`config.mk`:
```
export PLATFORM = sky130hd
export DESIGN_NAME = exec_cluster
export DESIGN_NICKNAME = d
export VERILOG_FILES = /design/src/hw/ooo_pkg.sv /design/src/hw/exec_cluster.sv
export SDC_FILE = /design/constraint.sdc
export NUM_CORES = 1
export LEC_CHECK = 0
export BUFFER_PORTS_ARGS = -buffer_cell sky130_fd_sc_hd__buf_2
export CELL_PAD_IN_SITES_DETAIL_PLACEMENT = 1
export CELL_PAD_IN_SITES_GLOBAL_PLACEMENT = 1
export CORE_AREA = 2 2 133 187
export DETAILED_ROUTE_END_ITERATION = 8
export DIE_AREA = 0 0 135 189
export GPL_TIMING_DRIVEN = 0
export PLACE_DENSITY = 0.9
export SETUP_SLACK_MARGIN = 0.02
export SYNTH_ARGS = -nofsm -noshare
export SYNTH_HDL_FRONTEND = slang
export SYNTH_SLANG_ARGS = --single-unit
```
`constraint.sdc`:
```
create_clock -name clk -period 10.5 [get_ports clk]
set_input_delay 0 -clock clk [delete_from_list [all_inputs] [get_ports clk]]
set_output_delay 0 -clock clk [all_outputs]
set_load 0.1 [all_outputs]
```
`src/hw/ooo_pkg.sv`:
```
/*
  Shared sizes and types for the out-of-order RV32I back end.
  Every instruction writes rd. A write to x0 is renamed but never mapped.
  Only add and low-word multiply exist, with no subtract and no stores.
*/
package ooo_pkg;

  // ==========================================================
  // Sizes
  // ==========================================================
  localparam int XLEN       = 32;
  localparam int ARCH_REGS  = 32;
  localparam int PHYS_REGS  = 48;
  localparam int FREE_REGS  = PHYS_REGS - ARCH_REGS;
  localparam int ROB_DEPTH  = 8;
  localparam int RS_DEPTH   = 2;
  localparam int MUL_STAGES = 3;
  localparam int NUM_UNITS  = 2;

  typedef logic [XLEN-1:0]               word_t;
  typedef logic [$clog2(ARCH_REGS)-1:0]  arch_idx_t;
  typedef logic [$clog2(PHYS_REGS)-1:0]  phys_tag_t;
  typedef logic [$clog2(ROB_DEPTH)-1:0]  rob_idx_t;

  // Opcode and cluster index at once
  typedef enum logic {
    UNIT_ADD = 1'b0,
    UNIT_MUL = 1'b1
  } unit_e;

  // ==========================================================
  // Bundles
  // ==========================================================
  typedef struct packed {
    unit_e     unit;
    arch_idx_t rs1;
    logic      rs2_vld;   // Low selects imm as second source
    arch_idx_t rs2;
    arch_idx_t rd;
    word_t     imm;
  } dec_instr_t;

  typedef struct packed {
    logic      src1_rdy;
    phys_tag_t src1_tag;
    word_t     src1_val;
    logic      src2_rdy;
    phys_tag_t src2_tag;
    word_t     src2_val;
    phys_tag_t dst_tag;
    rob_idx_t  rob_idx;
  } rs_entry_t;

  typedef struct packed {
    logic      valid;
    phys_tag_t tag;
    rob_idx_t  rob_idx;
    word_t     data;
  } wb_bus_t;

  typedef struct packed {
    logic      valid;
    arch_idx_t rd;
    word_t     value;
  } retire_t;

endpackage

```
`src/hw/exec_cluster.sv`:
```
/*
  Reservation station plus one execution pipeline.
  UNIT_ADD gives one stage, UNIT_MUL three stages with the low product word.
  An ungranted result at the pipeline output freezes the whole pipeline.
*/
`timescale 1ns/1ps

module exec_cluster
  import ooo_pkg::*;
#(
  parameter unit_e PU_KIND = UNIT_ADD
) (
  input  logic      clk,
  input  logic      i_reset,
  input  logic      i_push,
  input  rs_entry_t i_entry,
  input  wb_bus_t   i_wb,
  input  logic      i_grant,
  output logic      o_full,
  output wb_bus_t   o_result
);

  localparam int LAT = (PU_KIND == UNIT_MUL) ? MUL_STAGES : 1;

  // Slot 0 holds the oldest entry, the slots stay packed
  rs_entry_t           rs_q[RS_DEPTH];
  rs_entry_t           rs_d[RS_DEPTH];
  logic [RS_DEPTH-1:0] rs_vld_q, rs_vld_d;

  wb_bus_t pipe_q[LAT];
  logic    advance, issue;
  int      issue_idx;
  word_t   op_res;

  assign advance  = ~(pipe_q[LAT-1].valid & ~i_grant);
  assign o_full   = &rs_vld_q;
  assign o_result = pipe_q[LAT-1];

  // Oldest entry whose operands were ready at the last edge
  always_comb begin
    issue     = 1'b0;
    issue_idx = 0;
    for (int i = RS_DEPTH - 1; i >= 0; i--) begin
      if (rs_vld_q[i] && rs_q[i].src1_rdy && rs_q[i].src2_rdy) begin
        issue     = advance;
        issue_idx = i;
      end
    end
  end

  assign op_res = (PU_KIND == UNIT_MUL) ? rs_q[issue_idx].src1_val * rs_q[issue_idx].src2_val
                                        : rs_q[issue_idx].src1_val + rs_q[issue_idx].src2_val;

  always_comb begin
    logic placed;
    placed   = 1'b0;
    rs_d     = rs_q;
    rs_vld_d = rs_vld_q;
    // Wakeup from the write-back bus
    for (int i = 0; i < RS_DEPTH; i++) begin
      if (i_wb.valid && !rs_d[i].src1_rdy && rs_d[i].src1_tag == i_wb.tag) begin
        rs_d[i].src1_rdy = 1'b1;
        rs_d[i].src1_val = i_wb.data;
      end
      if (i_wb.valid && !rs_d[i].src2_rdy && rs_d[i].src2_tag == i_wb.tag) begin
        rs_d[i].src2_rdy = 1'b1;
        rs_d[i].src2_val = i_wb.data;
      end
    end
    // Close the gap left by the issued entry
    if (issue) begin
      for (int i = 0; i < RS_DEPTH - 1; i++) begin
        if (i >= issue_idx) begin
          rs_d[i]     = rs_d[i+1];
          rs_vld_d[i] = rs_vld_d[i+1];
        end
      end
      rs_vld_d[RS_DEPTH-1] = 1'b0;
    end
    for (int i = 0; i < RS_DEPTH; i++) begin
      if (i_push && !placed && !rs_vld_d[i]) begin
        rs_d[i]     = i_entry;
        rs_vld_d[i] = 1'b1;
        placed      = 1'b1;
      end
    end
  end

  always_ff @(posedge clk) begin
    if (i_reset) begin
      rs_vld_q <= '0;
    end else begin
      rs_vld_q <= rs_vld_d;
    end
    rs_q <= rs_d;
  end

  // Result is formed at issue, the later stages only carry it
  always_ff @(posedge clk) begin
    if (i_reset) begin
      for (int i = 0; i < LAT; i++) begin
        pipe_q[i].valid <= 1'b0;
      end
    end else if (advance) begin
      pipe_q[0].valid   <= issue;
      pipe_q[0].tag     <= rs_q[issue_idx].dst_tag;
      pipe_q[0].rob_idx <= rs_q[issue_idx].rob_idx;
      pipe_q[0].data    <= op_res;
      for (int i = 1; i < LAT; i++) begin
        pipe_q[i] <= pipe_q[i-1];
      end
    end
  end

endmodule

```
# Word-level counts from Yosys, hierarchy flattened
# Memory sizes are Yosys's and may differ from the RTL's.
# Cells that the tools add are included.
# word_totals
regBits	176
mem_bits_rw	42
in_bits	133
wordCells	87
memories	1
# classes
n_addsub	1
n_lt_le_gt_ge	2
n_eq_ne	4
muxes	31
n_bitwise	4
n_reduce_logical	27
# mem_list
memory	words	word_bits	read_ports	rd_ports_with_merged_regs	write_ports	line	rtl
pipe_q	1	42	1	0	4	exec_cluster.sv:30	wb_bus_t pipe_q[LAT];
# op_table
op	n
87-bit two-way mux	4
80-bit two-way mux	3
32-bit two-way mux	5
42-bit two-way mux	1
42-bit OR reduction	1
32-bit adder	1
1-bit by 32-bit greater-or-equal comparator with 1-bit output (first input constant)	1
32-bit by 2-bit greater-or-equal comparator with 1-bit output (second input constant)	1
32-bit inverter	1
6-bit equality test	4
1-bit two-way mux	16
1-bit logical AND	15
1-bit zero test	7
2-bit two-way mux	2
2-bit AND reduction	2
2-bit nonzero test	2
1-bit inverter	2
1-bit bitwise AND	1

# Logic depth before layout (Yosys ltp)
# logic_depth
ltp_word	14
depth_mapped	14

# Worst setup path after synthesis
# OpenSTA, ideal clock, no wires.
# synth_path
kind	reg2reg
from	register rs_q[134] (netlist bit)
to	memory pipe_q[0][20] (netlist bit), data pin
setup_time_ps	269
arrival_time_ps	3554
required_ps	10231
path_slack_ps	6678
stages_incl_launch_ff	15
n_path_buf	2
path_cell_list	dfxtp_1 -> nand3_1 -> and4_1 -> clkbuf_1 -> buf_2 -> mux2_2 -> ha_1 -> fa_1 -> a21o_1 -> a221oi_2 -> o211ai_1 -> a21oi_1 -> nor2b_1 -> o31ai_1 -> xor2_1
# synth_lines
item	line	rtl
start, declared	exec_cluster.sv:26	rs_entry_t rs_q[RS_DEPTH];
start signal, assigned	exec_cluster.sv:95	rs_q <= rs_d;
end, declared	exec_cluster.sv:30	

==> results.ini <==
[outcome]
status=complete, no violations

[clocking]
htreeDepth=1
cts-root-buf=clkbuf_16
cts_buffer_depth=3
numCtsBuffers=22
insertion_delay_ns=0.54
clock-sinks=218
cts_tree=done
clk_pin_slew_ns=0.08
post_cts_buffers=0

[sta]
finClkSkew_ns=0.0320
max_slew_margin=0.197
whs_ns=0.0905
fin_setup_tns_ns=0
setup_violations=0
min_period_ns=5.51
hold_violations=0
timing.final.crit_share=0.525
fmax_ghz=0.181
slew_violations=0
tightest_slew_ns=1.20
rsz0062_at_grt=no

[floorplanning]
io_pins=176
die_h_um=189
coreArea_um2=23800
die_x_um=135
rows=67
initial_utilization=0.485
dieArea_um2=25500

[routing]
avgRoutedWirePerCell_um=30.6
vias=12000
drt_iter0_drc=1165
drc=0
totalWireLength_um=54300
ant_nets=0
firstDrtPassIters=5
viasPerCell=6.74

[logic_synthesis]
ys_top_cells_by_count=dfxtp_1, mux2i_1, nor2_1
yosysTopAreaCell=dfxtp_1
syn_avg_cell_area_um2=10.7
yosys_warnings=0
synthTopCellsByArea=dfxtp_1, edfxtp_1, mux2i_1
synth_seq_cells=218
ys_seq_area_frac=0.451
synth_cells=1079
synth.net_count=1244
ys_types=60
async_flop_share=0
ys.flop_type=dfxtp_1
synth_top_area_frac=0.232
synth_most_common_cell=dfxtp_1
synth-edff-count=84
syn_area_um2=11500

[global_routing]
track_usage=0.418
antenna_found_initial=0
grt_remaining_overflow=0
grt_pass1_vias=13300
grt_pass1_wl_um=79900
grt_max_degree=31

[setup_path]
cp_slowest_cell=clkbuf_1
start_kind=flop
critPathMaxFanout=10
max_stage_delay_ns=0.59
crit_type=reg2reg
cp-end-kind=flop
worstPathArrival_ns=5.75
crit_chain=nand3_1 > and4_1 > clkbuf_1 > buf_2 > mux2_2 > ha_1 > a21oi_1 > o21bai_1 > a311oi_1 > o2111ai_1 > a31oi_1 > o31ai_1 > xor2_1
cp_data_required_time_ns=10.74

[power_and_ir_drop]
p_leak_nw=5.92
power_density_nw_per_um2=294
ir_drop_mv=0.192

[placement]
hpwl_um=27900
portBuffers=170
gp_congestion=0.871

[cells_and_area]
diodes=0
drive_gt1_frac=0.232
nets=1616
syn2layout_area_growth_pct=32.4

[flow_run]
cap_violations=0

[hold_path]
min_path_type=in2reg

-- routing by layer --
layer | global-route usage | up-vias | share of wire
met3 | 0.0774 | 399 | 0.079
li1 | - | 4785 | -
met2 | 0.726 | 973 | 0.49
met4 | 0.368 | 0 | 0.11
met5 | 0 | - | 0
met1 | 0.423 | 5812 | 0.32
-- timing repair --
item,4_1_cts,5_1_grt
gates resized for setup,0,0
endpoints found under the hold margin,192,0
hold buffers,177,0
-- path summary, 6_finish.rpt --
check | from | to | slack, ns | cells past startpoint
worst max-delay path | rs_q[134] | pipe_q[0][25] | 4.99 | 13
worst min-delay path | i_grant | pipe_q[0][41] | 0.09 | 4
worst max register to register | rs_q[134] | pipe_q[0][25] | 4.99 | 13
worst min register to register | rs_q[88] | pipe_q[0][33] | 0.57 | 1
-- cells in the final DEF (no fill, tap or decap), types with 13 or more instances in the layout --
cell type	synthesis	layout
a21oi_1	95	95
a221oi_1	24	24
a22o_1	21	21
buf_2	26	196
clkbuf_1	28	30
clkbuf_16	0	23
dfxtp_1	134	134
dlygate4sd3_1	0	177
edfxtp_1	84	84
ha_1	31	31
mux2_2	71	71
mux2i_1	128	128
nand2_1	54	54
nor2_1	123	122
o21ai_0	13	13
o221ai_1	32	32
xnor2_1	30	30
xor2_1	22	22
-- worst max-delay path: cells and delay by family (launching register included) --
| kind | cells | cell delay (ns) |
|---|---|---|
| flip-flops | 1 | 0.40 |
| adder cells (fa/ha/maj) | 1 | 0.46 |
| AND/OR/NAND/NOR | 2 | 0.54 |
| AO/OA/AOI/OAI | 6 | 2.16 |
| multiplexers | 1 | 0.39 |
| buffers and inverters | 2 | 1.04 |
| XOR/XNOR | 1 | 0.19 |
-- stage by stage --
stage | setup WS [ns] | area [um^2] | power [W] | utilization | std cells
2_1_floorplan | 6.68 | 11500 | 0.00281 | - | 1079
3_3_place_gp | 5.76 | 12800 | 0.00321 | 0.537 | 1559
3_5_place_dp | 5.63 | 12800 | 0.00328 | 0.538 | 1560
4_1_cts | 5.58 | 15300 | 0.00422 | 0.642 | 1777
5_1_grt | 5.12 | 15300 | 0.00459 | 0.642 | 1777
6_report | 4.99 | 15300 | 0.00449 | 0.642 | 1777
-- registers in the layout, summed over array words and instances (netlist names) --
signal / count
pipe_q: 42
rs_q: 174
rs_vld_q: 2
-- kinds of logic (layout without fill, tap and decap cells) --
family | after synthesis | after routing | share of synthesized area
AO/OA/AOI/OAI | 260 | 260 | 0.159
AND/OR/NAND/NOR | 233 | 233 | 0.0936
flip-flops | 218 | 218 | 0.451
multiplexers | 199 | 199 | 0.180
buffers and inverters | 81 | 469 | 0.0357
XOR/XNOR | 56 | 56 | 0.0451
adder cells (fa/ha/maj) | 32 | 32 | 0.0353
-- where the power goes --
group	internal (W)	total (W)	leakage, nW	switching (W)
registers	0.00122	0.00140	1.94	0.000176
logic	0.000724	0.00228	3.62	0.00156
clock network	0.000436	0.000814	0.351	0.000378
total	0.00238	0.00449	5.92	0.00211
-- final cells by class --
cell class,instances,area [um^2]
Inverter,7,26.3
Clock inverter,9,45.0
Timing Repair Buffer,348,2640
Multi-Input combinational cell,780,5930
Clock buffer,31,656
Sequential cell,218,5200
Tap cell,310,388
Buffer,74,387
Fill cell,2501,8520
Power figures use the tool's default switching activity.
