[config.mk]
export PLATFORM = sky130hd
export DESIGN_NAME = dispatch_stage
export DESIGN_NICKNAME = d
export VERILOG_FILES = /design/src/hw/ooo_pkg.sv /design/src/hw/dispatch_stage.sv
export SDC_FILE = /design/constraint.sdc
export NUM_CORES = 1
export LEC_CHECK = 0
export ABC_AREA = 1
export BUFFER_PORTS_ARGS = -buffer_cell sky130_fd_sc_hd__buf_4
export CORE_AREA = 2 2 98 100
export CTS_BUF_LIST = sky130_fd_sc_hd__clkbuf_8
export DETAILED_ROUTE_END_ITERATION = 7
export DIE_AREA = 0 0 100 102
export SYNTH_ARGS = -nofsm -noshare
export SYNTH_HDL_FRONTEND = slang
export SYNTH_SLANG_ARGS = --single-unit
[constraint.sdc]
create_clock -name clk -period 0.9 [get_ports clk]
set_input_delay 0.09 -clock clk [delete_from_list [all_inputs] [get_ports clk]]
set_output_delay 0.09 -clock clk [all_outputs]
set_load 0.02 [all_outputs]
[src/hw/ooo_pkg.sv]
/*
  Shared sizes and types for the out-of-order RV32I back end.
  Every instruction writes rd. A write to x0 is renamed but never mapped.
  Only add and low-word multiply exist, with no subtract and no stores.
*/
package ooo_pkg;

  // ==========================================================
  // Sizes
  // ==========================================================
  localparam int XLEN       = 32;
  localparam int ARCH_REGS  = 32;
  localparam int PHYS_REGS  = 48;
  localparam int FREE_REGS  = PHYS_REGS - ARCH_REGS;
  localparam int ROB_DEPTH  = 8;
  localparam int RS_DEPTH   = 2;
  localparam int MUL_STAGES = 3;
  localparam int NUM_UNITS  = 2;

  typedef logic [XLEN-1:0]               word_t;
  typedef logic [$clog2(ARCH_REGS)-1:0]  arch_idx_t;
  typedef logic [$clog2(PHYS_REGS)-1:0]  phys_tag_t;
  typedef logic [$clog2(ROB_DEPTH)-1:0]  rob_idx_t;

  // Opcode and cluster index at once
  typedef enum logic {
    UNIT_ADD = 1'b0,
    UNIT_MUL = 1'b1
  } unit_e;

  // ==========================================================
  // Bundles
  // ==========================================================
  typedef struct packed {
    unit_e     unit;
    arch_idx_t rs1;
    logic      rs2_vld;   // Low selects imm as second source
    arch_idx_t rs2;
    arch_idx_t rd;
    word_t     imm;
  } dec_instr_t;

  typedef struct packed {
    logic      src1_rdy;
    phys_tag_t src1_tag;
    word_t     src1_val;
    logic      src2_rdy;
    phys_tag_t src2_tag;
    word_t     src2_val;
    phys_tag_t dst_tag;
    rob_idx_t  rob_idx;
  } rs_entry_t;

  typedef struct packed {
    logic      valid;
    phys_tag_t tag;
    rob_idx_t  rob_idx;
    word_t     data;
  } wb_bus_t;

  typedef struct packed {
    logic      valid;
    arch_idx_t rd;
    word_t     value;
  } retire_t;

endpackage

[src/hw/dispatch_stage.sv]
/*
  Accepts one decoded instruction per four-phase req/ack cycle.
  i_dec_instr must stay stable while req is high and ack is low.
*/
`timescale 1ns/1ps

module dispatch_stage
  import ooo_pkg::*;
(
  input  logic                 clk,
  input  logic                 i_reset,
  input  logic                 i_dec_req,
  input  dec_instr_t           i_dec_instr,
  output logic                 o_dec_ack,
  input  logic                 i_src1_rdy,
  input  phys_tag_t            i_src1_tag,
  input  word_t                i_src1_val,
  input  logic                 i_src2_rdy,
  input  phys_tag_t            i_src2_tag,
  input  word_t                i_src2_val,
  input  phys_tag_t            i_new_tag,
  input  logic                 i_free_empty,
  input  logic [NUM_UNITS-1:0] i_rs_full,
  input  logic                 i_rob_full,
  input  rob_idx_t             i_rob_idx,
  output arch_idx_t            o_ren_rs1,
  output arch_idx_t            o_ren_rs2,
  output logic                 o_ren_rs2_vld,
  output arch_idx_t            o_ren_rd,
  output logic                 o_commit,
  output logic [NUM_UNITS-1:0] o_rs_push,
  output rs_entry_t            o_entry
);

  typedef enum logic {
    ST_IDLE,
    ST_ACKED
  } hs_state_e;

  hs_state_e state_q;
  logic      stall;

  assign stall     = i_rs_full[i_dec_instr.unit] | i_rob_full | i_free_empty;
  assign o_commit  = (state_q == ST_IDLE) & i_dec_req & ~stall;
  assign o_rs_push = o_commit ? (NUM_UNITS'(1) << i_dec_instr.unit) : '0;
  assign o_dec_ack = (state_q == ST_ACKED);

  assign o_ren_rs1     = i_dec_instr.rs1;
  assign o_ren_rs2     = i_dec_instr.rs2;
  assign o_ren_rs2_vld = i_dec_instr.rs2_vld;
  assign o_ren_rd      = i_dec_instr.rd;

  always_comb begin
    o_entry.src1_rdy = i_src1_rdy;
    o_entry.src1_tag = i_src1_tag;
    o_entry.src1_val = i_src1_val;
    o_entry.src2_rdy = i_src2_rdy;
    o_entry.src2_tag = i_src2_tag;
    o_entry.src2_val = i_src2_val;
    // I-type: the immediate is an operand that is ready at once
    if (!i_dec_instr.rs2_vld) begin
      o_entry.src2_rdy = 1'b1;
      o_entry.src2_val = i_dec_instr.imm;
    end
    o_entry.dst_tag = i_new_tag;
    o_entry.rob_idx = i_rob_idx;
  end

  // Ack rises with the accept edge and falls once req has dropped
  always_ff @(posedge clk) begin
    if (i_reset) begin
      state_q <= ST_IDLE;
    end else begin
      case (state_q)
        ST_IDLE:  if (o_commit) state_q <= ST_ACKED;
        ST_ACKED: if (!i_dec_req) state_q <= ST_IDLE;
        default:  state_q <= ST_IDLE;
      endcase
    end
  end

endmodule

== Word-level counts from Yosys, hierarchy flattened ==
Cells that the tools add are included.

* Input bits: 143
* Memories: 0
* ROM bits: 0
* Bits in registers: 1
* Memory bits (writable): 0
* Output and inout port bits: 107
* Latch bits: 0
* Logic and storage cells: 17

* Muxes and demuxes: 8
* Divide/modulo/power cells: 0
* Shifts and indexed selects: 1
* Multiply operators: 0
* Add/sub/neg operators: 0
* $lt $le $gt $ge: 1
* Equality and inequality tests: 0
* Bitwise operators: 6
* Reductions and logical operators: 0

{| class="wikitable"
|+ Operators by type and width
! kind !! count
|-
| $mux W32 || 1
|-
| $mux W1 || 5
|-
| $and A1 B1 Y1 || 2
|-
| $lt A1 B2 Y1 const B || 1
|-
| $mux W2 || 1
|-
| $not A1 Y1 || 2
|-
| $or A1 B1 Y1 || 2
|-
| $pmux W1 S2 || 1
|-
| $shl A1 B1 Y2 const A || 1
|}

== Depth between registers and ports, before layout ==
Gate-level depths: netlist of the first run.

* Word-level depth: 8
* Gate-level depth with buffers: 5
* Depth with buffers taken out: 5

== Worst setup path before layout of the first run ==
No wires, ideal clock.

* Kind: reg2out
* Start point: register state_q, in the netlist o_dec_ack
* End point: output o_rs_push[0]
* Path slack: -0.123 ns
* Data required time: 0.810 ns
* Path buffers: 0
* Stages on the path, launching flop included: 6
* Arrival time: 0.933 ns
* Cell sequence: dfxtp_1 inv_1 nand2_1 nor2_1 inv_1 nor2_1

* Word-level cells in the longest chain between the ends: 4

{| class="wikitable"
|+ Ends and longest elaborated chain
! item !! line !! source
|-
| start: declaration || dispatch_stage.sv:40 || <nowiki>hs_state_e state_q;</nowiki>
|-
| start signal: assignment || dispatch_stage.sv:72 || <nowiki>state_q <= ST_IDLE;</nowiki>
|-
| start signal: assignment || dispatch_stage.sv:75 || <nowiki>ST_IDLE: if (o_commit) state_q <= ST_ACKED;</nowiki>
|-
| start signal: assignment || dispatch_stage.sv:76 || <nowiki>ST_ACKED: if (!i_dec_req) state_q <= ST_IDLE;</nowiki>
|-
| $not A1 Y1 || n/a ||
|-
| $and A1 B1 Y1 (2 in series) || dispatch_stage.sv:44 || <nowiki>assign o_commit = (state_q == ST_IDLE) & i_dec_req & ~stall;</nowiki>
|-
| $mux W2 || dispatch_stage.sv:45 || <nowiki>assign o_rs_push = o_commit ? (NUM_UNITS'(1) << i_dec_instr.unit) : '0;</nowiki>
|-
| end: declaration || dispatch_stage.sv:31 || <nowiki>output logic [NUM_UNITS-1:0] o_rs_push,</nowiki>
|}

Every way passes these cells.

==> results of run 1 <==
[metrics by stage]
| stage | worst slack, ns | power, µW |
|---|---|---|
| 2_1_floorplan | 0.0176 | 943 |
| 3_3_place_gp | -0.0749 | 916 |
| 3_5_place_dp | -0.0875 | 927 |
| 4_1_cts | -0.0347 | 1090 |
| 5_1_grt | -0.0272 | 1150 |
| 6_report | -0.00377 | 1090 |
[worst register-to-register path: cells and delay by family, from the launching register on]
kind / cells / cell delay [ns]
compound gates: 1 / 0.11
flops: 1 / 0.30
buf+inv: 1 / 0.04
simple gates: 3 / 0.25
[path summary, 6_finish.rpt]
kind | from | endpoint
max | i_dec_instr[42] | o_entry[16]
min | i_new_tag[1] | o_entry[4]
max reg2reg | o_dec_ack | o_dec_ack
min reg2reg | o_dec_ack | o_dec_ack
[layer usage]
metal	track usage	wire length [µm]	up-vias
met5	0	0	-
met4	0.0253	109	0
met3	0.0116	367	16
met2	0.102	1840	73
met1	0.0610	1180	419
li1	-	-	427
[cells in the final DEF (no fill, tap or decap), drive strengths merged]
cell     n
dfxtp    1
a21oi    1
nand2    8
mux2    32
nor2     3
buf    119
inv      9
[power by group through the flow]
stage | clock network, µW | registers, µW | logic [µW]
2_1_floorplan | 0 | 48.5 | 895
3_3_place_gp | 0 | 46.9 | 869
3_5_place_dp | 0 | 47.0 | 880
4_1_cts | 0 | 47.0 | 1050
5_1_grt | 0 | 47.3 | 1100
6_report | 0 | 47.2 | 1040
[cell families after synthesis]
kind of cell,count (synthesis),synth area share
multiplexers,32,0.402
AO/OA/AOI/OAI,1,0.00429
AND/OR/NAND/NOR,11,0.0354
buffers and inverters,83,0.541
flip-flops,1,0.0172
[area by class of cell]
class | count | area share
multi-input combinational | 44 | 0.294
sequential | 1 | 0.0113
inverter | 9 | 0.0180
tap | 111 | 0.0740
timing repair buffer | 119 | 0.602
[timing repair]
item / CTS / global route
gates cloned: 3 / 0
resized for setup: 41 / 7
hold buffers: 0 / 0
setup endpoints to repair: 35 / 29
pin swaps: 1 / 4
buffers inserted: 2 / 0
==> impl_metrics.csv, run 1 <==
group,metric,value,unit
worst_setup_path,reg2reg_slack,0.11,ns
logic_synthesis,synth_top_area_share,0.451,
drt,drt_wl_total,3490,µm
logic_synthesis,synth_top_cells_by_count,"buf_4 (70), mux2_4 (29), inv_1 (9)",
placement,numPortBuffers,111,
worst_setup_path,path_class,"primary input to output pin",
sta,holdWs,0.180,ns
finish,largest_register_ffs,1,
worst_setup_path,crit_family,"buffers and inverters",
worst_setup_path,worstSetupPathDepth,4,
power,ir_worst_vdd,0.264,mV
finish,n_antenna_cell,0,
die,rows,35,
power,intPower,707,µW
power,p_switching,383,µW
hold_path,hold_depth,0,
logic_synthesis,synth_area_per_cell,9.11,µm²
sta,drv_slew,0,
worst_setup_path,critPathBufInv,3,
grt,antenna_found_initial,0,
logic_synthesis,synth_cells,128,
finish,layout-drive-gt1-share,0.913,
drt,drt_drc_violations_left,0,
worst_setup_path,end_kind,"output pin",
worst_setup_path,critPathArrivalTime,0.81,ns
finish,fillers,1010,
drt,final_antenna_net_count,0,
sta,hold_viol,0,
sta,finalSetupViolCount,10,
drt,vias_per_cell,3.29,
power,combPwrFrac,0.957,
finish,layout.nets,318,
sta,maxSlewHeadroom,0.917,
worst_setup_path,max_stage_delay,0.30,ns
logic_synthesis,ys_seq_area_frac,0.0172,
placement,place_congestion,0.614,
worst_setup_path,cp_slowest_cell,"mux2_4",
grt,overflow,0,
sta,rsz0062_at_grt,"true",
grt,grt_pass1_wl,4500,µm
logic_synthesis,synth-edff-count,0,
sta,setup_ws,-0.00377,ns
sta,fin_worst_skew,0,ns
worst_setup_path,cp-start-kind,"primary input",
sta,worst_pin_slew,0.124,ns
logic_synthesis,ys.warnings.count,0,
grt,grt_use_total,0.0553,
die,initial_core_util,0.128,
logic_synthesis,syn_nets,271,
finish,fin_cells,284,
drt,dr.pass1.iters,2,
sta,layout_min_cycle_time,0.904,ns
sta,period_share,1.00,
power,swShare,0.351,
finish,post-route-cell-area,1880,µm²
power,power_frac_clock,0,
logic_synthesis,synth_cell_types,10,
outcome,violations,"negative setup slack",
grt,grt_pass1_vias,920,
logic_synthesis,yosysMostFrequentCell,"buf_4",
logic_synthesis,synth-seq-cells,1,
placement,placed_cell_area,1610,µm²
die,fp.dieW,100,µm
finish,syn_to_final_growth,60.8,%
worst_setup_path,worst-path-max-fanout,10,
power,p_leak,0.000997,µW
logic_synthesis,synth.area.top_cells,"buf_4 (45%), mux2_4 (37%), buf_12 (5.2%)",
job,cap_violations,0,
die,die_y,102,µm
sta,max_freq,1110,MHz
worst_setup_path,cpMostUsedCell,"buf_16",
placement,post-dp-hpwl,2670,µm
drt,first_iter_violations,12,
finish,final_core_util,0.206,
power,power.density,581,nW/µm²
hold_path,min-delay-path-class,"primary input to output pin",
sta,finalSetupTns,-0.0274,ns
die,ios,250,
worst_setup_path,reg2reg_depth,5,
placement,dp_cells,279,
finish,seq_area,21.3,µm²
die,core,9110,µm²
grt,grt_max_degree,11,
logic_synthesis,syn_area,1170,µm²
logic_synthesis,synthArstFlopShare,0,
outcome,outcome,"finished with violations",
power,seqPwrFrac,0.043,
logic_synthesis,synth_ff_type,"dfxtp_1",
drt,route.vias.total,935,
worst_setup_path,critical_path_required,0.81,ns
finish,multi_input_area,552,µm²
die,die_area,10200,µm²
worst_setup_path,cp_cell_sequence,"buf_16, buf_16, mux2_4, buf_6",
logic_synthesis,post-synth-top-area-cell,"buf_4",
clocking,clock_latency,0,ns
drt,wl_per_cell,12.3,µm
Note: power is estimated with default switching activity, not from simulation.
==> run 2: changes to the inputs <==
- CTS_CLUSTER_DIAMETER: not set -> 80
- RECOVER_POWER: not set -> 100
==> run 2 against run 1 <==
  * The flow still finishes with violations (negative setup slack)
  * Flip-flop and latch count did not move
  * Critical path depth is the same
  * Maximum frequency unchanged
  * Register-to-register slack is essentially flat
  * Global-route usage did not move
  * Sequential share of layout area barely moved
  * Combinational power hardly changed
  * Hold slack unchanged
  * Sequential power barely moved
  * Setup slack unchanged
  * First-iteration DRC count unchanged
  * Final area down 0.33%
  * Largest cell class unchanged
  * Largest power group unchanged
==> impl_metrics.csv, run 2 (synthesis gave the netlist of run 1 again) <==
group,metric,value,unit
outcome,outcome,"finished with violations",
outcome,violations,"negative setup slack",
drt,drt_wl_total,3490,µm
sta,drv_slew,0,
placement,post-dp-hpwl,2670,µm
worst_setup_path,cp-start-kind,"primary input",
finish,layout.nets,318,
die,core,9110,µm²
hold_path,min-delay-path-class,"primary input to output pin",
finish,layout-drive-gt1-share,0.908,
worst_setup_path,path_class,"primary input to output pin",
power,ir_worst_vdd,0.264,mV
drt,final_antenna_net_count,0,
drt,wl_per_cell,12.3,µm
sta,hold_viol,0,
drt,vias_per_cell,3.29,
sta,fin_worst_skew,0,ns
finish,layout_common_cells,"buf_4 (76), buf_6 (35), mux2_4 (32)",
clocking,clock_latency,0,ns
clocking,hold_buffers,0,
grt,grt_pass1_vias,920,
sta,maxSlewHeadroom,0.838,
finish,syn_to_final_growth,60.3,%
job,cap_violations,0,
placement,numPortBuffers,111,
sta,holdWs,0.180,ns
die,die_y,102,µm
drt,route.vias.total,935,
finish,n_antenna_cell,0,
worst_setup_path,worst-path-max-fanout,10,
drt,drt_drc_violations_left,0,
sta,setup_ws,-0.00377,ns
die,ios,250,
sta,worst_pin_slew,0.244,ns
finish,fillers,1012,
die,rows,35,
grt,antenna_found_initial,0,
worst_setup_path,critPathArrivalTime,0.81,ns
grt,grt_max_degree,11,
die,die_area,10200,µm²
drt,dr.pass1.iters,2,
sta,finalSetupViolCount,10,
power,power.density,582,nW/µm²
sta,layout_min_cycle_time,0.904,ns
sta,max_freq,1110,MHz
grt,overflow,0,
finish,largest_register_ffs,1,
drt,first_iter_violations,12,
sta,finalSetupTns,-0.0274,ns
die,initial_core_util,0.128,
power,p_leak,0.000993,µW
sta,rsz0062_at_grt,"true",
placement,place_congestion,0.614,
grt,grt_use_total,0.0553,
worst_setup_path,end_kind,"output pin",
sta,period_share,1.00,
die,fp.dieW,100,µm
grt,grt_pass1_wl,4500,µm
worst_setup_path,critical_path_required,0.81,ns
finish,final_common_cell,"buf_4",
run 2: changes by cell type in the layout (fill, tap and decap cells not counted):
cell      before  now
buf_4         78   76
clkbuf_1       0    1
clkbuf_2       0    1
run 2: metal layers:
| metal | vias to the layer above | part of all wire | track usage | wire length (µm) |
|---|---|---|---|---|
| met5 | - | 0 | 0 | 0 |
| met4 | 0 | 0.031 | 0.0253 | 109 |
| li1 | 427 | - | - | - |
| met3 | 16 | 0.10 | 0.0116 | 365 |
| met1 | 419 | 0.34 | 0.0610 | 1180 |
| met2 | 73 | 0.53 | 0.102 | 1830 |
run 2: final timing paths:
check | from | end | slack [ns] | cells after the start
min | i_new_tag[1] | o_entry[4] | 0.18 | 0
max reg2reg | o_dec_ack | o_dec_ack | 0.11 | 5
max | i_dec_instr[42] | o_entry[16] | -0.004 | 4
min reg2reg | o_dec_ack | o_dec_ack | 0.59 | 3
run 2: repair_timing:
item                                    4_1_cts  5_1_grt
endpoints found under the setup margin       35       29
setup buffers                                 2        0
pin swaps                                     1        4
cloned                                        3        0
resized for setup                            41        7
run 2: worst max-delay path: stages:
cell	delay (ns)
buf_16	0.13
buf_16	0.15
mux2_4	0.30
buf_6	0.13
run 2: per-stage QoR:
step           power [µW]  std cells   util  instance area (µm²)  setup slack (ns)
6_report             1090        284  0.205                 1870          -0.00377
5_1_grt              1150        284  0.205                 1870           -0.0272
4_1_cts              1090        284  0.203                 1850           -0.0347
3_5_place_dp          927        279  0.177                 1610           -0.0875
3_3_place_gp          916        279  0.177                 1610           -0.0749
2_1_floorplan         943        128      -                 1180            0.0176
run 2: area by class of cell:
cell class | instances | area [µm²] | area share
inverters | 9 | 33.8 | 0.0181
well taps | 111 | 139 | 0.0743
flip-flops and latches | 1 | 21.3 | 0.0114
repair buffers | 119 | 1120 | 0.601
multi-input cells | 44 | 552 | 0.295
run 2: report_power, final:
group / switching [µW] / total [µW] / internal, µW
clock network: 0 / 0 / 0
logic: 382 / 1040 / 659
registers: 0.691 / 47.2 / 46.5
total: 382 / 1090 / 705
