--- src/hw/ooo_pkg.sv ---
/*
  Shared sizes and types for the out-of-order RV32I back end.
  Every instruction writes rd. A write to x0 is renamed but never mapped.
  Only add and low-word multiply exist, with no subtract and no stores.
*/
package ooo_pkg;

  // ==========================================================
  // Sizes
  // ==========================================================
  localparam int XLEN       = 32;
  localparam int ARCH_REGS  = 32;
  localparam int PHYS_REGS  = 48;
  localparam int FREE_REGS  = PHYS_REGS - ARCH_REGS;
  localparam int ROB_DEPTH  = 8;
  localparam int RS_DEPTH   = 2;
  localparam int MUL_STAGES = 3;
  localparam int NUM_UNITS  = 2;

  typedef logic [XLEN-1:0]               word_t;
  typedef logic [$clog2(ARCH_REGS)-1:0]  arch_idx_t;
  typedef logic [$clog2(PHYS_REGS)-1:0]  phys_tag_t;
  typedef logic [$clog2(ROB_DEPTH)-1:0]  rob_idx_t;

  // Opcode and cluster index at once
  typedef enum logic {
    UNIT_ADD = 1'b0,
    UNIT_MUL = 1'b1
  } unit_e;

  // ==========================================================
  // Bundles
  // ==========================================================
  typedef struct packed {
    unit_e     unit;
    arch_idx_t rs1;
    logic      rs2_vld;   // Low selects imm as second source
    arch_idx_t rs2;
    arch_idx_t rd;
    word_t     imm;
  } dec_instr_t;

  typedef struct packed {
    logic      src1_rdy;
    phys_tag_t src1_tag;
    word_t     src1_val;
    logic      src2_rdy;
    phys_tag_t src2_tag;
    word_t     src2_val;
    phys_tag_t dst_tag;
    rob_idx_t  rob_idx;
  } rs_entry_t;

  typedef struct packed {
    logic      valid;
    phys_tag_t tag;
    rob_idx_t  rob_idx;
    word_t     data;
  } wb_bus_t;

  typedef struct packed {
    logic      valid;
    arch_idx_t rd;
    word_t     value;
  } retire_t;

endpackage

--- src/hw/reorder_buffer.sv ---
/*
  In-order retirement. The head retires one edge after its write-back lands.
  A write to x0 frees its own new tag and retires with value zero.
*/
`timescale 1ns/1ps

module reorder_buffer
  import ooo_pkg::*;
(
  input  logic      clk,
  input  logic      i_reset,
  input  logic      i_push,
  input  arch_idx_t i_rd,
  input  phys_tag_t i_new_tag,
  input  phys_tag_t i_old_tag,
  input  wb_bus_t   i_wb,
  output rob_idx_t  o_rob_idx,
  output logic      o_full,
  output logic      o_free_vld,
  output phys_tag_t o_free_tag,
  output retire_t   o_retire
);

  arch_idx_t             slot_rd  [ROB_DEPTH];
  phys_tag_t             slot_free[ROB_DEPTH];
  word_t                 slot_val [ROB_DEPTH];
  logic [ROB_DEPTH-1:0]  slot_done;

  rob_idx_t                       head_q, tail_q;
  logic [$clog2(ROB_DEPTH+1)-1:0] cnt_q;
  logic                           retire;

  assign retire     = (cnt_q != '0) && slot_done[head_q];
  assign o_rob_idx  = tail_q;
  assign o_full     = (cnt_q == ROB_DEPTH);
  assign o_free_vld = retire;
  assign o_free_tag = slot_free[head_q];

  assign o_retire.valid = retire;
  assign o_retire.rd    = slot_rd[head_q];
  assign o_retire.value = (slot_rd[head_q] == '0) ? '0 : slot_val[head_q];

  // ==========================================================
  // Pointers and completion bits
  // ==========================================================
  always_ff @(posedge clk) begin
    if (i_reset) begin
      head_q    <= '0;
      tail_q    <= '0;
      cnt_q     <= '0;
      slot_done <= '0;
    end else begin
      if (i_push) begin
        slot_done[tail_q] <= 1'b0;
        tail_q            <= tail_q + 1'b1;
      end
      if (i_wb.valid) begin
        slot_done[i_wb.rob_idx] <= 1'b1;
      end
      if (retire) begin
        head_q <= head_q + 1'b1;
      end
      if (i_push && !retire) begin
        cnt_q <= cnt_q + 1'b1;
      end else if (!i_push && retire) begin
        cnt_q <= cnt_q - 1'b1;
      end
    end
  end

  // Slot payload
  always_ff @(posedge clk) begin
    if (i_push) begin
      slot_rd[tail_q]   <= i_rd;
      slot_free[tail_q] <= (i_rd == '0) ? i_new_tag : i_old_tag;
    end
    if (i_wb.valid) begin
      slot_val[i_wb.rob_idx] <= i_wb.data;
    end
  end

endmodule

--- config.mk ---
export PLATFORM = sky130hd
export DESIGN_NAME = reorder_buffer
export DESIGN_NICKNAME = d
export VERILOG_FILES = /design/src/hw/ooo_pkg.sv /design/src/hw/reorder_buffer.sv
export SDC_FILE = /design/constraint.sdc
export NUM_CORES = 1
export LEC_CHECK = 0
export ABC_CLOCK_PERIOD_IN_PS = 3500
export BUFFER_PORTS_ARGS = -buffer_cell sky130_fd_sc_hd__buf_2
export CELL_PAD_IN_SITES_DETAIL_PLACEMENT = 1
export CELL_PAD_IN_SITES_GLOBAL_PLACEMENT = 1
export CORE_MARGIN = 2
export CORE_UTILIZATION = 50
export DETAILED_ROUTE_END_ITERATION = 12
export GPL_TIMING_DRIVEN = 0
export PLACE_DENSITY = 0.8
export RECOVER_POWER = 100
export SYNTH_ARGS = -nofsm -noshare
export SYNTH_HDL_FRONTEND = slang
export SYNTH_SLANG_ARGS = --single-unit
--- constraint.sdc ---
create_clock -name clk -period 3.5 [get_ports clk]
set_input_delay 0.175 -clock clk [delete_from_list [all_inputs] [get_ports clk]]
set_output_delay 0.175 -clock clk [all_outputs]
set_load 0.005 [all_outputs]
* After elaboration in Yosys (flattened, before gate mapping)
Memory sizes are Yosys's and may differ from the RTL's. A register that Yosys moved wholly into a read port is not among the register bits. Cells that the tools add are included.
Storage, ports and cells: memories kept 3, output and inout bits 49, word-level logic and storage cells 54, bits of input ports 62, register bits 18, bits in writable memories 344
Operators by class: magnitude comparators 5, add/sub/neg operators 4, muxes and demuxes 23, reductions and logical operators 11, equal/unequal tests 1, bitwise logic cells 3
Memories:
- slot_val | words 8, width 32, read ports 1, clocked after Yosys merged registers in 1, wr ports 1, line reorder_buffer.sv:26 | word_t slot_val [ROB_DEPTH];
- slot_free | words 8, width 6, read ports 1, clocked after Yosys merged registers in 1, wr ports 1, line reorder_buffer.sv:25 | phys_tag_t slot_free[ROB_DEPTH];
- slot_rd | words 8, width 5, read ports 1, clocked after Yosys merged registers in 1, wr ports 1, line reorder_buffer.sv:24 | arch_idx_t slot_rd [ROB_DEPTH];
Operators by type and width (number):
- 2-to-1 mux 32 bit | 1
- 2-to-1 mux 8 bit | 3
- 2-to-1 mux 3 bit | 6
- < comparator 3 x 4 -> 1 bit (second input constant) | 3
- zero test 5 bit | 2
- bitwise AND 8 bit | 1
- 2-to-1 mux 4 bit | 2
- inverter 8 bit | 1
- bitwise OR 8 bit | 1
- 2-to-1 mux 1 bit | 7
- adder 3 x 1 -> 3 bit (second input constant) | 2
- demux 1 bit (select 3 bit) | 2
- greater-or-equal comparator 3 x 1 -> 1 bit (second input constant) | 2
- 2-to-1 mux 6 bit | 1
- logical AND 1 bit | 5
- adder 4 x 1 -> 4 bit (second input constant) | 1
- == test 4 bit (second input constant) | 1
- nonzero test 4 bit | 1
- subtractor 4 x 1 -> 4 bit (second input constant) | 1
- binary-select mux 1 bit (select 3 bit) | 1
- zero test 1 bit | 2
- nonzero test 2 bit | 1

* Longest topological paths before layout
Gate-level depths: netlist of run 1.
depth after elaboration 10, mapped depth 13, gate-level depth less buffers 12

* Worst setup path before layout of run 1
Ideal clock, no wire load.
path type in2reg, from input i_wb[32] in the netlist's numbering, to memory slot_val[0][0] in the netlist's numbering (enable), buffers on the path 0, setup time 0.464 ns, path slack 0.426 ns, stages 2, required time 3.036 ns, data arrival time 2.610 ns, cell sequence nand2b_1 nor3_1
RTL lines:
- from (decl) | line reorder_buffer.sv:16 | input wb_bus_t i_wb,
- to (decl) | line reorder_buffer.sv:26
No word-level cell before the write port.

==> results of run 1 <==
[synth_stat cells]
| cell | n |
|---|---|
| sky130_fd_sc_hd__inv_1 | 9 |
| sky130_fd_sc_hd__nand3_1 | 4 |
| sky130_fd_sc_hd__a21oi_1 | 11 |
| sky130_fd_sc_hd__buf_4 | 1 |
| sky130_fd_sc_hd__nor2_1 | 28 |
| sky130_fd_sc_hd__ha_1 | 5 |
| sky130_fd_sc_hd__clkbuf_1 | 12 |
| sky130_fd_sc_hd__nand4_1 | 1 |
| sky130_fd_sc_hd__nand2_1 | 9 |
| sky130_fd_sc_hd__edfxtp_1 | 344 |
| sky130_fd_sc_hd__dfxtp_1 | 21 |
| sky130_fd_sc_hd__fa_1 | 1 |
| sky130_fd_sc_hd__mux2_1 | 6 |
| sky130_fd_sc_hd__mux4_1 | 2 |
| sky130_fd_sc_hd__mux2_4 | 1 |
| sky130_fd_sc_hd__xnor2_1 | 4 |
| sky130_fd_sc_hd__a22oi_1 | 1 |
| sky130_fd_sc_hd__o21ai_0 | 2 |
| sky130_fd_sc_hd__buf_8 | 1 |
| sky130_fd_sc_hd__mux4_2 | 88 |
| sky130_fd_sc_hd__buf_6 | 4 |
| sky130_fd_sc_hd__mux2_2 | 11 |
| sky130_fd_sc_hd__and4_1 | 1 |
| sky130_fd_sc_hd__nand2b_1 | 3 |
| sky130_fd_sc_hd__inv_2 | 1 |
| sky130_fd_sc_hd__buf_2 | 7 |
| sky130_fd_sc_hd__a21o_1 | 2 |
| sky130_fd_sc_hd__nor4b_4 | 1 |
| sky130_fd_sc_hd__a31oi_1 | 1 |
| sky130_fd_sc_hd__or3_1 | 1 |
| sky130_fd_sc_hd__xor2_1 | 2 |
| sky130_fd_sc_hd__nor2_2 | 30 |
| sky130_fd_sc_hd__nor3_1 | 3 |
| sky130_fd_sc_hd__nor4b_1 | 1 |
| sky130_fd_sc_hd__nor2b_1 | 3 |
| sky130_fd_sc_hd__or4_1 | 2 |
| sky130_fd_sc_hd__and2_1 | 1 |
| sky130_fd_sc_hd__mux2i_1 | 34 |
| sky130_fd_sc_hd__buf_1 | 7 |
[logic make-up (layout without fill, tap and decap cells)]
family,count (synthesis),after routing,synth area share
AOI/OAI and AO/OA,17,17,0.00659
xor gates and xnor gates,6,6,0.00369
adders and majority gates,6,6,0.00580
buffers and inverters,42,265,0.0148
DFF,365,365,0.755
muxes,142,142,0.181
other,0,1,0
and+or+nand+nor,88,88,0.0333
[worst register-to-register path, delay by kind of cell (launching register included)]
kind	cells	cell delay, ps
flops	1	340
xor+xnor	1	120
compound gates	3	540
buf+inv	3	390
fa+ha+maj	2	470
simple gates	2	580
mux	2	830
[worst paths after layout]
kind                                      to  cells past startpoint
worst max-delay path            o_retire[15]                      6
worst min-delay path            slot_done[7]                      3
worst max register to register      cnt_q[3]                     13
worst min register to register  slot_done[7]                      2
[power breakdown]
| group | internal, uW | switching, uW | total (uW) |
|---|---|---|---|
| Clock | 2290 | 1580 | 3870 |
| Sequential | 4930 | 55.3 | 4980 |
| Combinational | 226 | 290 | 516 |
[layout make-up]
type                       count  area, sq um  area share
multi-input combinational    259         3280       0.195
antenna                        1         2.50    0.000149
sequential                   365        10800       0.639
tap                          378          473      0.0281
clock buffer                  53         1080      0.0643
buffer                        32          181      0.0108
inverter                      10         37.5     0.00223
clock inverter                14          109     0.00647
timing repair buffer         156          898      0.0534
[routing by layer]
layer | routed length, um | global-route usage
met1 | 13200 | 0.285
met3 | 1750 | 0.0431
met2 | 18000 | 0.417
met5 | 0 | 0
met4 | 876 | 0.0862
[what timing repair did]
item	CTS	global route
hold buffers	37	0
hold endpoints to repair	296	0
gates resized for setup	4	3
setup endpoints to repair	32	11
setup buffers	2	0
[metrics by stage]
stage | util | hold slack, ps
2_1_floorplan | - | 274
3_3_place_gp | 0.545 | 427
3_5_place_dp | 0.555 | 438
4_1_cts | 0.612 | 21.8
5_1_grt | 0.602 | 40.4
6_report | 0.602 | 30.5
[state kept, by name, summed over array words and instances (netlist names), named ones only]
signal,cells
slot_val,256
slot_free,48
slot_rd,40
slot_done,8
cnt_q,4
head_q,3
o_rob_idx,3
==> results list, run 1 <==
- Outcome: finished with violations
- The final reports fail on max-capacitance violations, max-slew violations.
- roughly 110 I/O pins were placed.
- Largest net degree at the start of global routing: 23
* Area share of the largest cell type after synthesis: 0.725
* Clock slew at reported path FFs: around 60 ps
- Setup violations remaining at the end of the flow were counted as 0.
- Post-Route Skew: between 6 and 7 ps
* Post-route worst setup slack: ~130 ps
- Walking the worst path, the cells encountered are buf_1 -> buf_2 -> clkbuf_1 -> mux2i_1 -> nor2_2 -> buf_2.
* Final cell area excluding filler cells: between 15,000 and 20,000 sq um
- At the placement stage, the worst setup path has a slack of 59.6 ps.
* Total congestion overflow: 0
- Max-capacitance violation count: 5
* Via count of the first global-routing pass: between 8,000 and 9,000
- Final hold vios: 0
- Sum of negative setup slack: 0 ps
- Starting utilization of the core area: 0.510
- At the later pin of the worst-skew pair, clock insertion delay measures about 520 ps.
- The worst path in the final design needs a cycle of approximately 3400 ps, including I/O delays and setup.
* Power Density: roughly 560 nW/um^2
* Post-Route WL: 33.9 mm
- Count of port buffers added during placement: 103
- Mean area per synthesized cell: roughly 21 sq um
- Buffers inserted during clock tree synthesis total 38.
- PnR Total Power: approximately 9400 uW
* Highest Clock Rate: 297 MHz
- For this run, the register share of the synthesized area comes to 0.755.
- H-tree Lvls: 2
* Buf/Inv on CP: 4
- First DRT Iteration DRCs: 518
* Number of routed nets with antenna violations: 0
- Share of the clock period used by the worst path: 0.962
- DIE WIDTH: 173 um
- Relative area change from synthesis to final layout: 18.0%
- Class of the most critical setup path: reg2out
- The floorplan has 61 rows.
* Data arrival time at the worst-slack endpoint: between 3000 and 4000 ps
- The min-delay analysis places its worst path in the category in2reg.
- The slowest stage of the critical path belongs to the cell sky130_fd_sc_hd__clkbuf_1.
- The floorplan step defined a die boundary enclosing between 20,000 and 30,000 sq um.
* DR vias/cell: roughly 5.8
- Post-detail-place hpwl: approximately 22 mm
- Cell with the most instances on the worst path: sky130_fd_sc_hd__buf_2
- Reg-to-reg critical path startpoint: head_q[0]
- Most frequent standard cell in the layout excluding fill and tap cells: sky130_fd_sc_hd__edfxtp_1
* Count of vias placed by the detailed router: ~7,300
- For the pin with the worst max-slew slack, the measured transition is 2110 ps.
- TritonCTS built the clock tree.
- The number of antenna violations at the first check in global routing was 1.
- Counting every net in the synthesized netlist gives 734.
- Counting flops and latches in the post-synthesis netlist gives roughly 370.
* Maximum fanout along the worst path: 10
- Worst IR Drop VDD: approximately 0.45 mV
- Type of origin of the critical path: flip-flop
- Instance count after placement with tap cells included: about 1,200
* Core ar.: ~28,000 sq um
* Number of slew-limit violations in the final report: slightly above 100
- Leakage dissipation: between 0.005 and 0.006 uW
* Maximum root-to-sink buffer count: 3
* Final std cells w/o fill: approximately 1,300
- DRC violation count after routing: 0
- Global-route wire length before repair: ~51 mm
- Crit path largest cell delay: between 700 and 800 ps
- In the synthesized netlist, the number of instances is 666.
- Root Buffer: sky130_fd_sc_hd__clkbuf_16
- Routed wire length per instance: 26.7 um
- After filler insertion, the fill cell instance count of the layout stands at 2,429.
- Hold Crit Start: i_wb[41]
* Share of layout cells above drive strength 1: 0.286
- The placed instances occupy a cell area of 15,500 sq um.
- Pre-Repair DR Iteration Count: 5
* Worst endpoint required time: ~3300 ps
- CP endpoint kind: output pin
- In this run the tightest slew margin relative to its limit is -0.410.
- The worst register-to-register path has a setup slack of 180 ps.
* Post-layout net count: 930
* Mapped Area: between 10,000 and 15,000 sq um
- RePlAce Congestion: roughly 0.74
* GRT Overall Usage: 0.234
* Post-synth top area cell: sky130_fd_sc_hd__edfxtp_1
- Die Ht: approximately 170 um
* Distinct cell type count after synthesis: 39
- Setup repair after global routing could not meet its margin everywhere.
- For this run, the number of Yosys warnings is 0.
- Counting every sink on the clock net gives roughly 370.
- Leading cell types by total area after synthesis: sky130_fd_sc_hd__edfxtp_1 (73%), sky130_fd_sc_hd__mux4_2 (14%), sky130_fd_sc_hd__dfxtp_1 (3.0%)
- Grouping stages by cell kind, the critical path spends the most delay in buffers and inverters.
- Most used cells in the layout excluding fill and tap cells: sky130_fd_sc_hd__edfxtp_1 (344), sky130_fd_sc_hd__mux4_2 (88), sky130_fd_sc_hd__clkbuf_1 (78), sky130_fd_sc_hd__buf_2 (67), sky130_fd_sc_hd__clkbuf_16 (41)
Power figures use the tool's default switching activity.
==> run 2: changes to the inputs <==
--- a/config.mk
+++ b/config.mk
@@ -10,11 +10,11 @@
 export CELL_PAD_IN_SITES_DETAIL_PLACEMENT = 1
 export CELL_PAD_IN_SITES_GLOBAL_PLACEMENT = 1
 export CORE_MARGIN = 2
-export CORE_UTILIZATION = 50
+export CORE_UTILIZATION = 52
 export DETAILED_ROUTE_END_ITERATION = 12
-export GPL_TIMING_DRIVEN = 0
-export PLACE_DENSITY = 0.8
+export PLACE_DENSITY = 0.83
 export RECOVER_POWER = 100
+export SKIP_LAST_GASP = 1
 export SYNTH_ARGS = -nofsm -noshare
 export SYNTH_HDL_FRONTEND = slang
 export SYNTH_SLANG_ARGS = --single-unit
==> results list, run 2 (same netlist as run 1, synthesis figures left out) <==
- Outcome: finished with violations
* Violations in the final reports: max-capacitance violations, max-slew violations
- For this run, the top clock speed supported by timing is around 300 MHz.
* Register ranked first by flip-flop count: slot_val
- Total Die Area: 28,700 sq um
- Clock tree from TritonCTS: done
- Share of layout cells above drive strength 1: 0.253
- DRC violation count after routing: 0
- Storage cell area: approximately 11,000 sq um
- Power Density: 571 nW/um^2
- Post-detail-place hpwl: approximately 19 mm
- Along the worst hold path, the cell count comes to 3.
- Via count of the first global-routing pass: around 8,000
- H-tree Lvls: 2
* Number of buffers inserted by post-CTS setup repair: 0
- Final hold vios: 0
- Placement Rows: 60
* Worst Hold Class: in2reg
- Post-Route Skew: approximately 8.0 ps
* Registers with the most flip-flops: slot_val (256), slot_free (48), slot_rd (40)
* Number of flip-flops under the largest register name: roughly 260
- Counting every sink on the clock net gives around 370.
- Summing all multi-input logic gate instances after layout gives roughly 3200 sq um.
- Leaving out fill and tap cells, the most frequent cell in the layout is sky130_fd_sc_hd__edfxtp_1.
- Routed wire length per instance: around 27 um
- Data arrival time at the worst-slack endpoint: 3120 ps
* Number of slew-limit violations in the final report: about 210
- Pre-Repair DR Iteration Count: 4
- Sum of negative setup slack: 0 ps
* DIE WIDTH: 170 um
- Data on the critical path is required at its endpoint by 3320 ps.
- Entering global routing, the biggest net connects between 50 and 60 pins.
- Starting utilization of the core area: 0.529
- roughly 110 I/O pins were placed.
* Post-Route WL: 32.4 mm
- Clock period minus final worst setup slack: around 3300 ps
- Root Buffer: sky130_fd_sc_hd__clkbuf_16
- Measured along the y axis, the die boundary spans approximately 170 um.
- The longest clock path from root to sink contains 3 buffers.
- Class of the most critical setup path: reg2out
- In this run the worst path has a maximum fanout of 32.
- The total overflow left after global routing is 0.
* RePlAce Congestion: about 0.75
- First DRT Iteration DRCs: 554
- In the layout the commonest cells are sky130_fd_sc_hd__edfxtp_1 (344), sky130_fd_sc_hd__mux4_2 (88), sky130_fd_sc_hd__clkbuf_1 (61), sky130_fd_sc_hd__buf_2 (55), sky130_fd_sc_hd__nor2_1 (54).
- The analysis attributes to cell leakage a power of between 0.005 and 0.006 uW.
- Type of origin of the critical path: flip-flop
- 0 antenna diodes ended up in the layout.
- Post-layout net count: 898
* Relative area change from synthesis to final layout: 16.7%
- Worst IR Drop VDD: around 0.46 mV
- In the finished design, the share of the clock period the worst path needs comes to 0.943.
- Count of port buffers added during placement: 104
- The first global-routing pass estimated around 48 mm of wire.
- Clock tree synthesis inserted a total of 37 buffers.
- Count of final setup violators: 0
- DR vias/cell: slightly below 6
- Core ar.: approximately 27,000 sq um
- GRT Overall Usage: 0.232
* Setup repair after global routing missed its margin: no
- Slew of the pin with the lowest slew margin: between 2000 and 2500 ps
* Max-capacitance violation count: 8
* Fill count: roughly 2,300
* Number of routed nets with antenna violations: 0
* Clock latency on the worst-skew pair: between 500 and 600 ps
- Counting cells, the worst reg-to-reg path comes to 12.
- Final Core Density: 0.617
- Count of vias placed by the detailed router: 7,045
- Clock slew at reported path FFs: about 60 ps
- CP endpoint kind: output pin
* Slew margin rel.: -0.655
- The number of antenna violations at the first check in global routing is 0.
run 2: worst paths after layout:
kind                     start      endpoint  slack, ps
setup / recovery     flip-flop  o_retire[17]        200
hold / removal        i_wb[41]  slot_done[7]         30
setup reg to reg     head_q[0]      cnt_q[3]        280
hold reg to reg   slot_done[7]  slot_done[7]        510
run 2: through the flow:
step | instance area [sq um] | total power (uW) | instances | setup WS [ps] | hold slack [ps]
CTS | 16800 | 9560 | 1199 | 161 | 39.6
floorplan | 14200 | 5320 | 666 | 426 | 274
finish | 16600 | 9480 | 1199 | 201 | 29.7
detailed placement | 15200 | 5550 | 1095 | 326 | 449
global placement | 15200 | 5500 | 1095 | 443 | 426
global route | 16600 | 9730 | 1199 | 48.8 | 54.3
run 2: power by group:
part	internal (uW)	switching (uW)	total [uW]
Sequential	4920	63.5	4990
Clock	2400	1610	4010
Combinational	217	274	491
Total	7540	1940	9480
run 2: critical path: stages (launching register included):
cell and delay (ps):
sky130_fd_sc_hd__dfxtp_4 620, sky130_fd_sc_hd__mux4_1 660, sky130_fd_sc_hd__mux2_2 310, sky130_fd_sc_hd__nor2_1 110, sky130_fd_sc_hd__nor4b_4 340, sky130_fd_sc_hd__buf_12 270, sky130_fd_sc_hd__nor2_1 120, sky130_fd_sc_hd__buf_2 150
run 2: final cells by class:
class | instances | share of cell area
clock buffer | 41 | 0.0592
timing repair buffer | 157 | 0.0561
multi-input combinational | 259 | 0.194
sequential | 365 | 0.647
tap | 341 | 0.0257
clock inverter | 26 | 0.0154
inverter | 10 | 0.00226
run 2: what timing repair did:
action	CTS	global route
hold buffers	37	0
hold endpoints to repair	296	0
resized for setup	0	0
run 2: metal layers:
| metal | wire length [um] | vias to the layer above | part of all wire | GRT usage |
|---|---|---|---|---|
| met5 | 0 | - | 0 | 0 |
| met4 | 692 | 0 | 0.021 | 0.0665 |
| met3 | 1550 | 49 | 0.048 | 0.0520 |
| met2 | 17400 | 225 | 0.54 | 0.421 |
| met1 | 12800 | 3723 | 0.40 | 0.281 |
| li1 | - | 3048 | - | - |
==> run 3: changes to the inputs <==
--- a/config.mk
+++ b/config.mk
@@ -14,6 +14,7 @@
 export DETAILED_ROUTE_END_ITERATION = 12
 export PLACE_DENSITY = 0.83
 export RECOVER_POWER = 100
+export REMOVE_ABC_BUFFERS = 1
 export SKIP_LAST_GASP = 1
 export SYNTH_ARGS = -nofsm -noshare
 export SYNTH_HDL_FRONTEND = slang
==> constraint.sdc (replaced) <==
create_clock -name clk -period 3.5 [get_ports clk]
set_input_delay 0.525 -clock clk [delete_from_list [all_inputs] [get_ports clk]]
set_output_delay 0.525 -clock clk [all_outputs]
set_load 0.005 [all_outputs]
==> results list, run 3 (same netlist as run 1, synthesis figures left out) <==
- For this run, design rule violations remaining after detail routing come to 0.
- For this configuration, the core starts out at a cell density of 0.529.
- On the critical path the largest part of the delay comes from multiplexers.
- Max-cap violations in this run came to 6.
- Die Ht: ~170 um
- Counting every sink on the clock net gives roughly 370.
* Slew of the pin with the lowest slew margin: between 2000 and 2500 ps
- Registers with the most flip-flops: slot_val (256), slot_free (48), slot_rd (40)
- Clock slew at reported path FFs: 60 ps
* Global-route wire length before repair: 49.3 mm
- The worst hold path begins at i_wb[13].
- Dividing the final minimum period by the clock period gives 0.977.
* Data arrival time at the worst-slack endpoint: about 2900 ps
* Type of origin of the critical path: flip-flop
- Final Core Density: 0.605
- The final reports fail on max-capacitance violations, max-slew violations.
- GRT Overall Usage: 0.235
- The worst hold path belongs to the class in2reg.
- The critical path contains buffers and inverters numbering 4 combined.
- In this run, the number of DRC markers left after iteration 0 of detailed routing was ~820.
- Clock latency on the worst-skew pair: 520 ps
* PnR Total Power: just over 9000 uW
- Power Density: roughly 570 nW/um^2
- Boundary Pins: roughly 110
- slot_val holds more flip-flops than any other register.
* Ordered cell list for the critical path: buf_4 -> mux4_2 -> mux2_4 -> nor4b_4 -> buf_4 -> buf_6 -> nor2_2 -> buf_2
* CP endpoint kind: output pin
* Cells on Worst Hold Path: 1
- Measured along the x axis, the die boundary spans ~170 um.
- The routed design has between 30 and 40 mm of wire.
- Placement Rows: 60
* Num CTS Buffers: 37
* Class of the most critical setup path: reg2out
- The core region is roughly 27,000 sq um.
- Most used cells in the layout excluding fill and tap cells: sky130_fd_sc_hd__edfxtp_1 (344), sky130_fd_sc_hd__mux4_2 (88), sky130_fd_sc_hd__clkbuf_1 (63), sky130_fd_sc_hd__buf_2 (61), sky130_fd_sc_hd__clkbuf_16 (39)
- In this design, the stage delay of the slowest critical-path cell is 500 ps.
* Total congestion overflow: 0
- For this block, the via count after detailed routing is ~7,200.
- Setup violations remaining at the end of the flow were counted as 0.
* Relative area change from synthesis to final layout: 14.4%
* Initial antenna violation count: 4
- Post-layout net count: a little under 900
- Summing all flip-flop and latch instances after layout gives between 10,000 and 15,000 sq um.
* Total Die Area: approximately 29,000 sq um
- The startpoint identified for the worst register-to-register timing path is head_q[0].
* Number of flip-flops under the largest register name: ~260
* Post-detail-place hpwl: ~18 mm
- The first detailed-routing pass ran for 5 iterations.
- Counting buffers and inverters, the worst setup path is 8 cells deep.
- Routed wire length per instance: roughly 28 um
* Highest Clock Rate: between 200 and 300 MHz
* Clock tree from TritonCTS: done
* DR vias/cell: ~6
* Sum of negative setup slack: 0 ps
- Port buffering added 104 buffers.
- In the final layout, the multi-input gates occupy between 3000 and 4000 sq um.
* Clock period minus final worst setup slack: approximately 3400 ps
* Maximum root-to-sink buffer count: 3
- Largest net degree at the start of global routing: 65
* RePlAce Congestion: 0.743
- Worst endpoint required time: just under 3000 ps
* Outcome: finished with violations
- The count of nets left with antenna violations once routing finished came out at 0.
- In this run the worst path has a maximum fanout of 16.
* Slew margin rel.: -0.521
- In the final layout, the share of cells above drive strength 1 is 0.311.
- Worst IR Drop VDD: roughly 0.31 mV
- CTS built an H-tree with a depth of 2.
* Most frequent standard cell in the layout excluding fill and tap cells: sky130_fd_sc_hd__edfxtp_1
* Fill count: around 2,300
- Cells on worst reg2reg path: 12
* Final hold vios: 0
- The via count of the first global-routing pass is 7,880.
* Cell with the biggest individual delay on the critical path: sky130_fd_sc_hd__mux4_2
- The tree is rooted in a sky130_fd_sc_hd__clkbuf_16.
- Leakage dissipation: 0.00520 uW
* Number of slew-limit violations in the final report: between 150 and 200
- The cell that appears most often on the critical path is sky130_fd_sc_hd__buf_4.
- Post-Route Skew: 12.2 ps
## run 3: worst reg2reg max path, delay by kind of cell, from the launching register on
family	cells	cell delay [ps]
buffers and inverters	2	170
AO/OA/AOI/OAI	3	510
XOR/XNOR	1	90
flip-flops	1	550
AND/OR/NAND/NOR	2	550
multiplexers	2	870
adder cells (fa/ha/maj)	2	460
## run 3: worst paths after layout
| kind | endpoint | slack (ps) |
|---|---|---|
| setup reg to reg | cnt_q[3] | 230 |
| hold reg to reg | slot_done[7] | 520 |
| setup / recovery | o_retire[24] | 80 |
| hold / removal | slot_val[2][13] | 340 |
## run 3: repair_timing
item / in CTS / in global routing
buffers inserted: 0 / 6
setup endpoints to repair: 0 / 32
gates resized for setup: 0 / 1
hold buffers: 0 / 0
## run 3: layout make-up
type,count,share of cell area
inverter,10,0.00230
clock buffer,51,0.0632
timing repair buffer,127,0.0388
sequential,365,0.660
tap,341,0.0262
clock inverter,14,0.00744
antenna,3,0.000460
multi-input combinational,259,0.201
## run 3: power by group
group / total (uW) / switching [uW] / internal [uW]
combinational: 479 / 280 / 199
sequential: 4980 / 60.1 / 4920
clock: 3810 / 1600 / 2210
## run 3: metal layers
layer	routed length (um)	track usage	vias up
li1	-	-	2987
met3	2470	0.0492	72
met1	12900	0.316	3799
met4	1000	0.0914	2
met2	16400	0.382	336
met5	13	0	-
## run 3: stage by stage
stage	worst slack, ps	cells	hold WS (ps)	instance area, sq um
global route	-16.6	1169	346	16300
finish	80.9	1170	343	16300
detailed placement	228	1095	495	15200
floorplan	-3260	634	454	14100
global placement	411	1095	484	15200
CTS	29.5	1160	244	16400
